<file path="config.mk">
export PLATFORM = sky130hd
export DESIGN_NAME = rv_id_stage
export DESIGN_NICKNAME = d
export VERILOG_FILES = /design/src/logic/rv_core_pkg.sv /design/src/logic/rv_id_stage.sv
export SDC_FILE = /design/constraint.sdc
export NUM_CORES = 1
export LEC_CHECK = 0
export ABC_AREA = 1
export BUFFER_PORTS_ARGS = -buffer_cell sky130_fd_sc_hd__buf_2
export CORE_AREA = 2 2 129 131
export DETAILED_ROUTE_END_ITERATION = 10
export DIE_AREA = 0 0 131 133
export PLACE_DENSITY = 0.51
export SYNTH_ARGS = -nofsm -noshare
export SYNTH_HDL_FRONTEND = slang
export SYNTH_SLANG_ARGS = --single-unit
</file>
<file path="constraint.sdc">
create_clock -name clk_i -period 3.17 [get_ports clk_i]
set_input_delay 0.317 -clock clk_i [delete_from_list [all_inputs] [get_ports clk_i]]
set_output_delay 0.317 -clock clk_i [all_outputs]
set_load 0.02 [all_outputs]
</file>
<file path="src/logic/rv_core_pkg.sv">
// Shared definitions for the multi-cycle RV32I core
// Word types, opcode and funct encodings, ALU operations, CSR numbers
// and the instruction word with its decode views
package rv_core_pkg;

  typedef logic [31:0] xlen_t;
  typedef logic [4:0]  reg_addr_t;
  typedef logic [11:0] csr_addr_t;

  // ALU operation code
  typedef logic [3:0]  alu_op_t;

  ////////////////////
  // Opcodes
  ////////////////////

  localparam logic [6:0] OpcodeOpImm  = 7'b0010011;
  localparam logic [6:0] OpcodeOp     = 7'b0110011;
  localparam logic [6:0] OpcodeLoad   = 7'b0000011;
  localparam logic [6:0] OpcodeStore  = 7'b0100011;
  localparam logic [6:0] OpcodeSystem = 7'b1110011;

  // Minor opcode fields
  localparam logic [2:0] Funct3AddSub = 3'b000;
  localparam logic [2:0] Funct3Sll    = 3'b001;
  localparam logic [2:0] Funct3Word   = 3'b010;
  localparam logic [2:0] Funct3Xor    = 3'b100;
  localparam logic [2:0] Funct3Srl    = 3'b101;
  localparam logic [2:0] Funct3Or     = 3'b110;
  localparam logic [2:0] Funct3And    = 3'b111;
  localparam logic [2:0] Funct3Csrrw  = 3'b001;
  localparam logic [6:0] Funct7Sub    = 7'b0100000;

  ////////////////////
  // ALU operations
  ////////////////////

  localparam alu_op_t AluAdd = 4'd0;
  localparam alu_op_t AluSub = 4'd1;
  localparam alu_op_t AluAnd = 4'd2;
  localparam alu_op_t AluOr  = 4'd3;
  localparam alu_op_t AluXor = 4'd4;
  localparam alu_op_t AluSll = 4'd5;
  localparam alu_op_t AluSrl = 4'd6;

  // Machine CSR numbers
  localparam csr_addr_t CsrMscratch = 12'h340;
  localparam csr_addr_t CsrMhartid  = 12'hF14;

  ////////////////////
  // Instruction word
  ////////////////////

  typedef union packed {
    struct packed {
      logic [6:0] funct7;
      reg_addr_t  rs2;
      reg_addr_t  rs1;
      logic [2:0] funct3;
      reg_addr_t  rd;
      logic [6:0] opcode;
    } r;
    struct packed {
      logic [11:0] imm;
      reg_addr_t   rs1;
      logic [2:0]  funct3;
      reg_addr_t   rd;
      logic [6:0]  opcode;
    } i;
    struct packed {
      logic [6:0] imm_hi;
      reg_addr_t  rs2;
      reg_addr_t  rs1;
      logic [2:0] funct3;
      logic [4:0] imm_lo;
      logic [6:0] opcode;
    } s;
  } rv_instr_u;

endpackage

</file>
<file path="src/logic/rv_id_stage.sv">
// Decode and control stage
// Decodes the reduced RV32I subset, sequences fetch, execute and memory
// phases and selects the register writeback value
`timescale 1ns/1ps

module rv_id_stage import rv_core_pkg::*; (
  input  logic      clk_i,
  input  logic      rst_ni,
  input  logic      fetch_enable_i,
  input  logic      instr_valid_i,
  input  xlen_t     instr_i,
  output logic      fetch_start_o,

  output reg_addr_t rs1_addr_o,
  output reg_addr_t rs2_addr_o,
  output reg_addr_t rd_addr_o,
  output logic      rd_we_o,
  output xlen_t     rd_wdata_o,
  input  xlen_t     rs1_data_i,
  input  xlen_t     rs2_data_i,

  output alu_op_t   alu_op_o,
  output xlen_t     alu_operand_a_o,
  output xlen_t     alu_operand_b_o,
  input  xlen_t     alu_result_i,

  output logic      lsu_start_o,
  output logic      lsu_we_o,
  input  logic      lsu_done_i,
  input  xlen_t     lsu_rdata_i,

  output logic      csr_we_o,
  output csr_addr_t csr_addr_o,
  input  xlen_t     csr_rdata_i
);

  localparam logic [1:0] StIdle      = 2'd0;
  localparam logic [1:0] StFetchWait = 2'd1;
  localparam logic [1:0] StExecute   = 2'd2;
  localparam logic [1:0] StMemWait   = 2'd3;

  rv_instr_u  instr;
  logic [1:0] state_q;
  logic [1:0] state_d;
  xlen_t      imm;
  logic       use_rs2;
  logic       writes_rd;
  logic       is_load;
  logic       is_store;
  logic       is_csr;

  function automatic alu_op_t decode_alu_op(logic [2:0] funct3, logic sub);
    alu_op_t op;
    case (funct3)
      Funct3AddSub: op = sub ? AluSub : AluAdd;
      Funct3Sll:    op = AluSll;
      Funct3Xor:    op = AluXor;
      Funct3Srl:    op = AluSrl;
      Funct3Or:     op = AluOr;
      Funct3And:    op = AluAnd;
      default:      op = AluAdd;
    endcase
    return op;
  endfunction

  assign instr = instr_i;

  ////////////////////
  // Decoder
  ////////////////////

  always_comb begin
    alu_op_o  = AluAdd;
    imm       = {{20{instr.i.imm[11]}}, instr.i.imm};
    use_rs2   = 1'b0;
    writes_rd = 1'b0;
    is_load   = 1'b0;
    is_store  = 1'b0;
    is_csr    = 1'b0;
    case (instr.r.opcode)
      OpcodeOpImm: begin
        alu_op_o  = decode_alu_op(instr.i.funct3, 1'b0);
        writes_rd = 1'b1;
      end
      OpcodeOp: begin
        alu_op_o  = decode_alu_op(instr.r.funct3, instr.r.funct7 == Funct7Sub);
        use_rs2   = 1'b1;
        writes_rd = 1'b1;
      end
      OpcodeLoad: begin
        is_load   = instr.i.funct3 == Funct3Word;
        writes_rd = is_load;
      end
      OpcodeStore: begin
        imm      = {{20{instr.s.imm_hi[6]}}, instr.s.imm_hi, instr.s.imm_lo};
        is_store = instr.s.funct3 == Funct3Word;
      end
      OpcodeSystem: begin
        is_csr    = instr.i.funct3 == Funct3Csrrw;
        writes_rd = is_csr;
      end
      // Anything else falls through as a no-op
      default: ;
    endcase
  end

  assign rs1_addr_o      = instr.r.rs1;
  assign rs2_addr_o      = instr.r.rs2;
  assign rd_addr_o       = instr.r.rd;
  assign alu_operand_a_o = rs1_data_i;
  assign alu_operand_b_o = use_rs2 ? rs2_data_i : imm;
  assign lsu_we_o        = is_store;
  assign csr_addr_o      = instr.i.imm;

  // Load data only ends the memory phase, CSRRW returns the old value
  always_comb begin
    if (state_q == StMemWait) begin
      rd_wdata_o = lsu_rdata_i;
    end else if (is_csr) begin
      rd_wdata_o = csr_rdata_i;
    end else begin
      rd_wdata_o = alu_result_i;
    end
  end

  ////////////////////
  // Sequencer
  ////////////////////

  always_comb begin
    state_d       = state_q;
    fetch_start_o = 1'b0;
    lsu_start_o   = 1'b0;
    rd_we_o       = 1'b0;
    csr_we_o      = 1'b0;
    case (state_q)
      StIdle: begin
        if (fetch_enable_i) begin
          fetch_start_o = 1'b1;
          state_d       = StFetchWait;
        end
      end
      StFetchWait: begin
        // Memory ops leave on the answer cycle so the data strobe follows next
        if (instr_valid_i) begin
          lsu_start_o = is_load | is_store;
          state_d     = (is_load | is_store) ? StMemWait : StExecute;
        end
      end
      StExecute: begin
        rd_we_o       = writes_rd;
        csr_we_o      = is_csr;
        fetch_start_o = 1'b1;
        state_d       = StFetchWait;
      end
      default: begin
        if (lsu_done_i) begin
          rd_we_o       = is_load;
          fetch_start_o = 1'b1;
          state_d       = StFetchWait;
        end
      end
    endcase
  end

  always_ff @(posedge clk_i or negedge rst_ni) begin
    if (!rst_ni) begin
      state_q <= StIdle;
    end else begin
      state_q <= state_d;
    end
  end

endmodule

</file>
==> results of run 1 <==
metrics by stage:
stage	worst slack (ps)	total power (W)	instances	hold slack (ps)
floorplan	1450	0.000807	467	21.4
global placement	919	0.00113	864	106
detailed placement	888	0.00113	864	108
CTS	879	0.00133	868	323
global route	723	0.00141	868	346
finish	916	0.00130	869	320
layout make-up:
type                            instances  share of cell area [%]
Timing Repair Buffer                  263                    39.5
Tap cell                              220                    8.10
Multi-Input combinational cell        295                    39.2
Sequential cell                         2                    1.47
Antenna cell                            1                  0.0736
Clock buffer                            3                    2.21
Inverter                               85                    9.39
layout by cell type, fill, tap and decap left out:
| cell type | synthesis | layout |
|---|---|---|
| buf_2 | 10 | 253 |
| nand2_1 | 152 | 152 |
| nand3_1 | 106 | 106 |
| inv_1 | 84 | 84 |
| nor2_1 | 12 | 12 |
| buf_4 | 64 | 9 |
| nand3b_1 | 6 | 6 |
| nor2_4 | 3 | 3 |
| a211oi_1 | 3 | 3 |
| nor3_1 | 3 | 3 |
| clkbuf_16 | 0 | 3 |
| nand4_1 | 2 | 2 |
| o21ai_0 | 2 | 2 |
| dfrtp_1 | 2 | 2 |
| diode_2 | 0 | 1 |
| inv_2 | 1 | 1 |
| nand3_2 | 1 | 1 |
| nand3_4 | 1 | 1 |
| o22ai_1 | 1 | 1 |
| nor2_2 | 1 | 1 |
| a21oi_1 | 1 | 1 |
| conb_1 | 1 | 1 |
| dlygate4sd3_1 | 0 | 1 |
layer usage:
metal  part of all wire (%)  track usage, %  routed length [um]  vias to the layer above
met5                      0               0                   0                        -
met4                    1.6            2.30                 159                        0
met1                     43            11.9                4210                     1381
met3                    6.0            1.70                 589                       22
li1                       -               -                   -                     1728
met2                     50            18.6                4880                      141
final timing paths:
check,start,endpoint,slack (ps)
hold reg to reg,state_q[1]$_DFFE_PN0P_,state_q[0]$_DFFE_PN0P_,610
setup reg to reg,state_q[1]$_DFFE_PN0P_,state_q[0]$_DFFE_PN0P_,2310
hold / removal,lsu_done_i,state_q[1]$_DFFE_PN0P_,320
max in group asynchronous,rst_ni,state_q[1]$_DFFE_PN0P_,2650
setup / recovery,instr_i[13],rd_wdata_o[30],920
min in group asynchronous,rst_ni,state_q[0]$_DFFE_PN0P_,420
cells by family (layout without fill, tap and decap cells):
family	after synthesis	count (layout)	synth area share, %
simple gates	287	287	55.4
buf+inv	170	351	40.3
compound gates	7	7	1.89
flops	2	2	2.16
other cells	1	2	0.162
worst register-to-register path, stage by stage, from the launching register on:
cell and delay, ps:
dfrtp_1 390, inv_1 100, nand3_1 110, inv_1 70, a21oi_1 60
power groups by stage:
stage	Combinational (W)	Clock, W	Sequential (W)
global route	0.00116	0.000194	0.0000580
finish	0.00106	0.000188	0.0000546
global placement	0.00108	0	0.0000536
detailed placement	0.00108	0	0.0000544
floorplan	0.000756	0	0.0000511
CTS	0.00108	0.000191	0.0000544
==> metrics.md, run 1 <==
| Metric | Value |
|---|---|
| Number of fill cells | 1912 |
| Largest net degree at the start of global routing | 33 |
| RD Place Congestion | 0.803 |
| Pint | 0.000557 W |
| RSZ-0062 raised after global routing | false |
| Actual slew at the worst max-slew pin | 765 ps |
| H-tree depth | 1 |
| Iter 0 DRT Violations | 172 |
| Core Footprint | 16200 um^2 |
| Syn_nets | 664 |
| TritonCTS clock tree | yes |
| Critical path buffers and inverters | 3 |
| Slowest CP cell | nand3_4 |
| Largest regs | state_q (2) |
| Min Tclk post-route | 2250 ps |
| Sequential fraction of design power | 4.2% |
| Synthesis Warnings | 0 |
| Placed instance area | 3310 um^2 |
| TNS Setup | 0 ps |
| Post-synthesis cell type count | 22 |
| Post-route cell area | 3400 um^2 |
| CP dominant cell by count | nand2_1 |
| DR WL/cell | 11.3 um |
| Crit Path Category | input port to primary output |
| Total CTS buffers | 3 |
| Yosys reg bits | 2 |
| Initial core utilization | 14.3% |
| Instance count on the critical path | 9 |
| Worst Hold Class | input port to register |
| Root Driver | clkbuf_16 |
| Slew HR | 48.9% |
| Worst hold stages | 2 |
| Crit-path cells | buf_2 > inv_2 > nand2_1 > nor2_4 > nand3_4 > nand2_1 > nand3_1 > nand2_1 > buf_2 |
| Hold Buf Count CTS | 1 |
| All-Layer GR Usage | 10.0% |
| CP Data Arrival Time | 1940 ps |
| Die area | 17400 um^2 |
| Grt total ovfl | 0 |
| IO Port Bufs | 253 |
| Vias in the first global route | 2843 |
| Synth Flop Type | dfrtp_1 |
| Synth Area per Inst | 4.97 um^2 |
| First-pass GRT wire length | 14.0 mm |
| Sw frac | 57.2% |
| Nets | 847 |
| Area Growth Syn to Fin | 46.5% |
| Syn Inst Count | 467 |
| Number of flip-flops in the largest register | 2 |
| First-pass DRT Iterations | 4 |
| DRC viols | 0 |
| Final setup fails | 0 |
| Post-synth top area share | 24.6% |
| Antenna Nets Post-Route | 0 |
| Worst IR drop on VDD | 0.166 mV |
| Status | complete, no violations |
| Max incr delay on CP | 420 ps |
| Later-pin clock latency in the skew report | 220 ps |
| Top cells by area, synth | nand2_1 (25%), nand3_1 (23%), buf_4 (21%) |
| Final wirelength | 9.84 mm |
| Cell family with most CP delay | simple AND/OR/NAND/NOR gates |
| Yosys top cell by area | nand2_1 |
| Die Ht | 133 um |
| Routed via count | 3272 |
| CP endpoint kind | primary output |
| Max_cap viols | 0 |
| Number of flops mapped to enable cells by yosys | 0 |
| CP startpoint kind | input port |
| Most common cell in the netlist | nand2_1 |
| Die width | 131 um |
| Sink Count | 2 |
| Final hold violation count | 0 |
| Slew Limit Fails | 0 |
| Worst reg-to-reg path cell count | 4 |
| Psw | 0.000745 W |
| Seq/Total Area, Yosys | 2.16% |
| Final Skew | 0.386 ps |
| Final worst path period share | 71.1% |
| Utilization after layout | 21.0% |
| Clock Path Buffers | 2 |
| Synth Cell Area | 2320 um^2 |
| Post-DR vias/cell | 3.77 |
| Gate power share | 81.4% |
| Leak Pwr | 2.26 nW |
| WP data required | 2850 ps |
| Clock power share | 14.4% |
| Top Ports | 329 |
| Peak Freq | 444 MHz |
| Power per cell area | 383 nW/um^2 |
| Multi-input combinational cell area | 1330 um^2 |
| Post-CTS sizing | 0 |
| Antenna violations before repair | 1 |
| Rows | 47 |
| FF/Latch Area | 50.0 um^2 |
| Buffer count from post-CTS setup fixing | 0 |
| Share of cells above drive strength 1 | 42.0% |
| Clk pin slew, worst setup/hold paths | 30 ps |
| Biggest register | state_q |
| Async SR Flop Fraction | 100% |
| Post-DP HPWL | 8.18 mm |
| Commonest cells in the netlist | nand2_1 (152), nand3_1 (106), inv_1 (84), buf_4 (64), nor2_1 (12) |
| Critical path fanouts, max | 32 |
No activity file was read; power rests on OpenSTA's default activity.
==> run 2: changes to the inputs <==
--- a/config.mk
+++ b/config.mk
@@ -5,12 +5,12 @@
 export SDC_FILE = /design/constraint.sdc
 export NUM_CORES = 1
 export LEC_CHECK = 0
-export ABC_AREA = 1
+export ABC_AREA = 0
 export BUFFER_PORTS_ARGS = -buffer_cell sky130_fd_sc_hd__buf_2
-export CORE_AREA = 2 2 129 131
+export CORE_AREA = 2 2 128 130
 export DETAILED_ROUTE_END_ITERATION = 10
-export DIE_AREA = 0 0 131 133
-export PLACE_DENSITY = 0.51
+export DIE_AREA = 0 0 130 132
+export PLACE_DENSITY = 0.48
 export SYNTH_ARGS = -nofsm -noshare
 export SYNTH_HDL_FRONTEND = slang
 export SYNTH_SLANG_ARGS = --single-unit
==> constraint.sdc (replaced) <==
create_clock -name clk_i -period 2.2 [get_ports clk_i]
set_input_delay 0.22 -clock clk_i [delete_from_list [all_inputs] [get_ports clk_i]]
set_output_delay 0.22 -clock clk_i [all_outputs]
set_load 0.02 [all_outputs]
==> metrics.md, run 2 <==
| Metric | Value |
|---|---|
| Worst Hold Class | input port to register |
| Sink Count | 2 |
| IO Port Bufs | 253 |
| Worst reg-to-reg path cell count | 2 |
| First-pass GRT wire length | 11.9 mm |
| Buffer count from post-CTS setup fixing | 0 |
| CP Data Arrival Time | 1760 ps |
| # placed instances | 700 |
| Post-DR vias/cell | 3.74 |
| Slew HR | 63.5% |
| Vias in the first global route | 2487 |
| Min Tclk post-route | 1980 ps |
| Top Ports | 329 |
| Initial core utilization | 11.6% |
| Final hold violation count | 0 |
| Later-pin clock latency in the skew report | 220 ps |
| Syn Inst Count | 295 |
| Biggest register | state_q |
| Synth Cell Area | 1820 um^2 |
| Antenna Nets Post-Route | 0 |
| WP data required | 1980 ps |
| RD Place Congestion | 0.848 |
| First-pass DRT Iterations | 4 |
| Leak Pwr | 1.74 nW |
| Die width | 130 um |
| TNS Setup | 0 ps |
| Largest regs | state_q (2) |
| Top cells by area, synth | buf_4 (25%), nand2_1 (14%), a31oi_1 (11%) |
| Rows | 46 |
| Worst Setup SP | state_q[1]$_DFFE_PN0P_ |
| All-Layer GR Usage | 8.51% |
| Crit Path Category | register to primary output |
| Root Driver | clkbuf_16 |
| Number of flip-flops in the largest register | 2 |
| Die Ht | 132 um |
| Iter 0 DRT Violations | 77 |
| Core Footprint | 15700 um^2 |
| Post-synthesis cell type count | 32 |
| Final worst path period share | 90.1% |
| Synthesis Warnings | 0 |
| Worst r2r dst | state_q[1]$_DFFE_PN0P_ |
| Antenna violations before repair | 0 |
| Non-Filler Instances | 704 |
| Final wirelength | 8.24 mm |
| DR WL/cell | 11.7 um |
| Nets | 687 |
| Most common cell in the netlist | nand2_1 |
| Number of flops mapped to enable cells by yosys | 0 |
| Syn_nets | 492 |
| Power per cell area | 524 nW/um^2 |
| Commonest cells in the netlist | nand2_1 (69), buf_4 (60), nor2_1 (45), a31oi_1 (32), a21o_1 (21) |
| Slew Limit Fails | 0 |
| Die area | 17200 um^2 |
| Commonest cells after routing, fill and taps aside | buf_2 (253), nand2_1 (68), nor2_1 (45), a31oi_1 (32), a21o_1 (21) |
| Peak Freq | 504 MHz |
| Final setup fails | 0 |
| Clk pin slew, worst setup/hold paths | 30 ps |
| Worst reg2reg startpoint | state_q[1]$_DFFE_PN0P_ |
| Share of cells above drive strength 1 | 58.4% |
| CP endpoint kind | primary output |
| Grt total ovfl | 0 |
| Routed via count | 2631 |
| DRC viols | 0 |
| Commonest non-fill, non-tap cell in the layout | buf_2 |
| Max_cap viols | 0 |
| R2R Setup Slk | 1300 ps |
| Diodes inserted | 0 |
| Yosys reg bits | 2 |
| H-tree depth | 1 |
| Synth Area per Inst | 6.15 um^2 |
| Seq/Total Area, Yosys | 2.76% |
| Actual slew at the worst max-slew pin | 546 ps |
| Synth Flop Type | dfrtp_1 |
| Status | complete, no violations |
| Largest net degree at the start of global routing | 32 |
| TritonCTS clock tree | yes |
| CP endpoint | rd_wdata_o[2] |
| Async SR Flop Fraction | 100% |
| Worst IR drop on VDD | 0.472 mV |
| CP startpoint kind | register |
| Clock Path Buffers | 2 |
| Final Skew | 1.69 ps |
| Yosys top cell by area | buf_4 |
| Post-synth top area share | 24.8% |
| Post-DP HPWL | 7.10 mm |
| Area Growth Syn to Fin | 65.2% |
| Total CTS buffers | 3 |
| Critical path fanouts, max | 24 |
| RSZ-0062 raised after global routing | false |
run 2: changes by cell type in the layout (fill, tap and decap cells not counted), moves of 5 or more:
cell	previous run	this run
a31oi_1	0	32
nor2_1	12	45
mux2_2	0	6
nand2_1	152	68
nand3_1	106	1
mux2i_1	0	6
nand3b_1	6	1
inv_1	84	3
a21o_1	0	21
a21oi_1	1	9
run 2: layer usage:
metal	vias to the layer above	part of all wire (%)	track usage (%)	wire [um]
li1	1326	-	-	-
met1	1135	39	9.35	3240
met2	162	51	16.7	4230
met3	8	8.8	1.87	721
met4	0	0.53	1.14	44
met5	-	0	0	0
run 2: critical path, cell delays in order, from the launching register on:
cell and delay, ps:
dfrtp_1 460, nand2_2 450, buf_4 250, nor2_1 40, a31oi_1 130, buf_2 180
run 2: worst min path at each step:
stage                         from                endpoint  slack [ps]  cells past startpoint
floorplan                   rst_ni  state_q[0]$_DFFE_PN0P_         -80                      0
global placement            rst_ni  state_q[1]$_DFFE_PN0P_           9                      1
detailed placement          rst_ni  state_q[1]$_DFFE_PN0P_           8                      1
CTS                 fetch_enable_i  state_q[0]$_DFFE_PN0P_         270                      3
global route         instr_valid_i  state_q[1]$_DFFE_PN0P_         330                      3
finish              fetch_enable_i  state_q[0]$_DFFE_PN0P_         280                      3
run 2: final cells by class:
class	instances	area (um^2)
fill	1839	12700
timing repair buffer	270	1430
multi-input combinational	210	1160
tap	216	270
inverter	3	11.3
sequential	2	50.0
clock buffer	3	75.1
run 2: per-stage QoR:
step                      utilization, %  setup WS, ps  hold slack, ps  power, W  cell area [um^2]
after CTS                           19.1           172             273   0.00159              3000
after global placement              18.5           333            8.56   0.00132              2910
after floorplan                        -           554           -75.6  0.000895              1820
final                               19.1           217             277   0.00157              3000
after global routing                19.1          46.1             332   0.00170              3000
after detailed placement            18.5           309            8.27   0.00131              2910
run 2: kinds of logic after synthesis:
family                 after synthesis  share of synthesized area, %
AND/OR/NAND/NOR                    131                          32.6
buffers and inverters               83                          33.9
AO/OA/AOI/OAI                       66                          23.5
multiplexers                        12                          7.03
flip-flops                           2                          2.76
other                                1                         0.207
run 2: repair_timing:
| action | CTS | global route |
|---|---|---|
| hold endpoints to repair | 2 | 0 |
| hold buffers | 1 | 0 |
| endpoints found under the setup margin | 0 | 0 |
| resized for setup | 0 | 0 |
run 2: power breakdown:
part | internal [W] | switching (W) | leakage, nW | total, W
sequential | 0.0000500 | 0.0000252 | 0.0230 | 0.0000751
combinational | 0.000488 | 0.000737 | 1.68 | 0.00122
clock | 0.000231 | 0.0000394 | 0.0370 | 0.000270
==> run 3: changes to the inputs <==
--- a/config.mk
+++ b/config.mk
@@ -11,6 +11,7 @@
 export DETAILED_ROUTE_END_ITERATION = 10
 export DIE_AREA = 0 0 130 132
 export PLACE_DENSITY = 0.48
+export RECOVER_POWER = 50
 export SYNTH_ARGS = -nofsm -noshare
 export SYNTH_HDL_FRONTEND = slang
 export SYNTH_SLANG_ARGS = --single-unit
==> metrics.md, run 3 (synthesis gave the netlist of run 2 again) <==
| Metric | Value |
|---|---|
| Rows | 46 |
| Post-DP HPWL | 7.10 mm |
| Max_cap viols | 0 |
| Number of fill cells | 1858 |
| DR WL/cell | 11.7 um |
| Sequential fraction of design power | 4.8% |
| RD Place Congestion | 0.848 |
| Largest regs | state_q (2) |
| Psw | 0.000800 W |
| Biggest register | state_q |
| Vias in the first global route | 2487 |
| Leak Pwr | 1.67 nW |
| Worst r2r dst | state_q[1]$_DFFE_PN0P_ |
| Antenna violations before repair | 0 |
| Total CTS buffers | 3 |
| TNS Setup | 0 ps |
| CP endpoint kind | primary output |
| Iter 0 DRT Violations | 75 |
| Peak Freq | 505 MHz |
| H-tree depth | 1 |
| Sink Count | 2 |
| Root Driver | clkbuf_16 |
| DRC viols | 0 |
| Final Skew | 2.11 ps |
| Status | complete, no violations |
| CP startpoint kind | register |
| Min Tclk post-route | 1980 ps |
| Die width | 130 um |
| Share of cells above drive strength 1 | 52.7% |
| R2R Setup Slk | 1310 ps |
| Diodes inserted | 0 |
| Commonest cells after routing, fill and taps aside | buf_2 (229), nand2_1 (68), nor2_1 (45), a31oi_1 (32), clkbuf_1 (25) |
| Post-CTS sizing | 0 |
| Area Growth Syn to Fin | 62.2% |
| Tot Pwr | 0.00156 W |
| TritonCTS clock tree | yes |
| Non-Filler Instances | 704 |
| Worst IR drop on VDD | 0.472 mV |
| WP data required | 1980 ps |
| Crit-path cells | nand2_2 > buf_4 > nor2_1 > a31oi_1 > buf_2 |
| Slew Limit Fails | 0 |
| Top Ports | 329 |
| Worst Setup SP | state_q[1]$_DFFE_PN0P_ |
| IO Port Bufs | 253 |
| Crit Path Category | register to primary output |
| Later-pin clock latency in the skew report | 220 ps |
| Sw frac | 51.3% |
| Worst Hold Class | input port to register |
| Slowest CP cell | dfrtp_1 |
| Die Ht | 132 um |
| Clock Path Buffers | 2 |
| Clock power share | 17.3% |
| CP endpoint | rd_wdata_o[2] |
| Pint | 0.000759 W |
| Final hold violation count | 0 |
| Critical path fanouts, max | 24 |
| Initial core utilization | 11.6% |
| Utilization after layout | 18.7% |
| RSZ-0062 raised after global routing | false |
| All-Layer GR Usage | 8.51% |
| Antenna Nets Post-Route | 0 |
| Slew HR | 63.7% |
| Post-DR vias/cell | 3.73 |
| Final setup fails | 0 |
| Gate power share | 77.8% |
| # placed instances | 700 |
| Worst reg2reg startpoint | state_q[1]$_DFFE_PN0P_ |
| Routed via count | 2627 |
| First-pass GRT wire length | 11.9 mm |
| First-pass DRT Iterations | 4 |
| Grt total ovfl | 0 |
| CP Data Arrival Time | 1760 ps |
| Power per cell area | 529 nW/um^2 |
| Clk pin slew, worst setup/hold paths | 30 ps |
| Die area | 17200 um^2 |
| Max incr delay on CP | 460 ps |
| Hold_ws | 278 ps |
| Final wirelength | 8.23 mm |
| Actual slew at the worst max-slew pin | 543 ps |
| Core Footprint | 15700 um^2 |
| Largest net degree at the start of global routing | 32 |
| Nets | 687 |
| Worst reg-to-reg path cell count | 2 |
| Number of flip-flops in the largest register | 2 |
| Final worst path period share | 90.0% |
| Commonest non-fill, non-tap cell in the layout | buf_2 |
| Buffer count from post-CTS setup fixing | 0 |
-- run 3: what timing repair did --
| action | CTS | global route |
|---|---|---|
| setup endpoints to repair | 0 | 0 |
| hold buffers | 1 | 0 |
| endpoints found under the hold margin | 2 | 0 |
-- run 3: power groups by stage --
stage	Sequential, W	Combinational, W	Clock [W]
4_1_cts	0.0000754	0.00124	0.000276
2_1_floorplan	0.0000574	0.000837	0
5_1_grt	0.0000794	0.00133	0.000278
3_3_place_gp	0.0000765	0.00124	0
3_5_place_dp	0.0000759	0.00124	0
6_report	0.0000751	0.00121	0.000270
-- run 3: worst min-delay path by stage --
stage | from | to | slack (ps) | cells after the start
after floorplan | rst_ni | state_q[0]$_DFFE_PN0P_ | -80 | 0
after global placement | rst_ni | state_q[1]$_DFFE_PN0P_ | 9 | 1
after detailed placement | rst_ni | state_q[1]$_DFFE_PN0P_ | 8 | 1
after CTS | fetch_enable_i | state_q[0]$_DFFE_PN0P_ | 270 | 3
after global routing | instr_valid_i | state_q[1]$_DFFE_PN0P_ | 330 | 3
final | fetch_enable_i | state_q[0]$_DFFE_PN0P_ | 280 | 3
-- run 3: final cells by class --
cell class,count,area [um^2],share of cell area (%)
Sequential cell,2,50.0,1.70
Timing Repair Buffer,270,1400,47.6
Inverter,3,11.3,0.382
Tap cell,216,270,9.18
Clock buffer,3,75.1,2.55
Multi-Input combinational cell,210,1140,38.6
-- run 3: per-stage QoR --
step                setup WS (ps)  cell area, um^2
floorplan                     554             1820
global placement              333             2910
detailed placement            309             2910
CTS                           172             3000
global route                 46.1             2940
finish                        220             2940
-- run 3: critical path: cells and delay by family, from the launching register on --
kind / cells / cell delay [ps]
buf+inv: 2 / 430
compound gates: 1 / 130
flops: 1 / 460
simple gates: 2 / 490
-- run 3: per-layer routing --
layer	wire, um	vias to the layer above	part of all wire (%)	track usage (%)
li1	-	1326	-	-
met1	3250	1135	39	9.35
met2	4220	158	51	16.7
met3	714	8	8.7	1.87
met4	44	0	0.53	1.14
met5	0	-	0	0
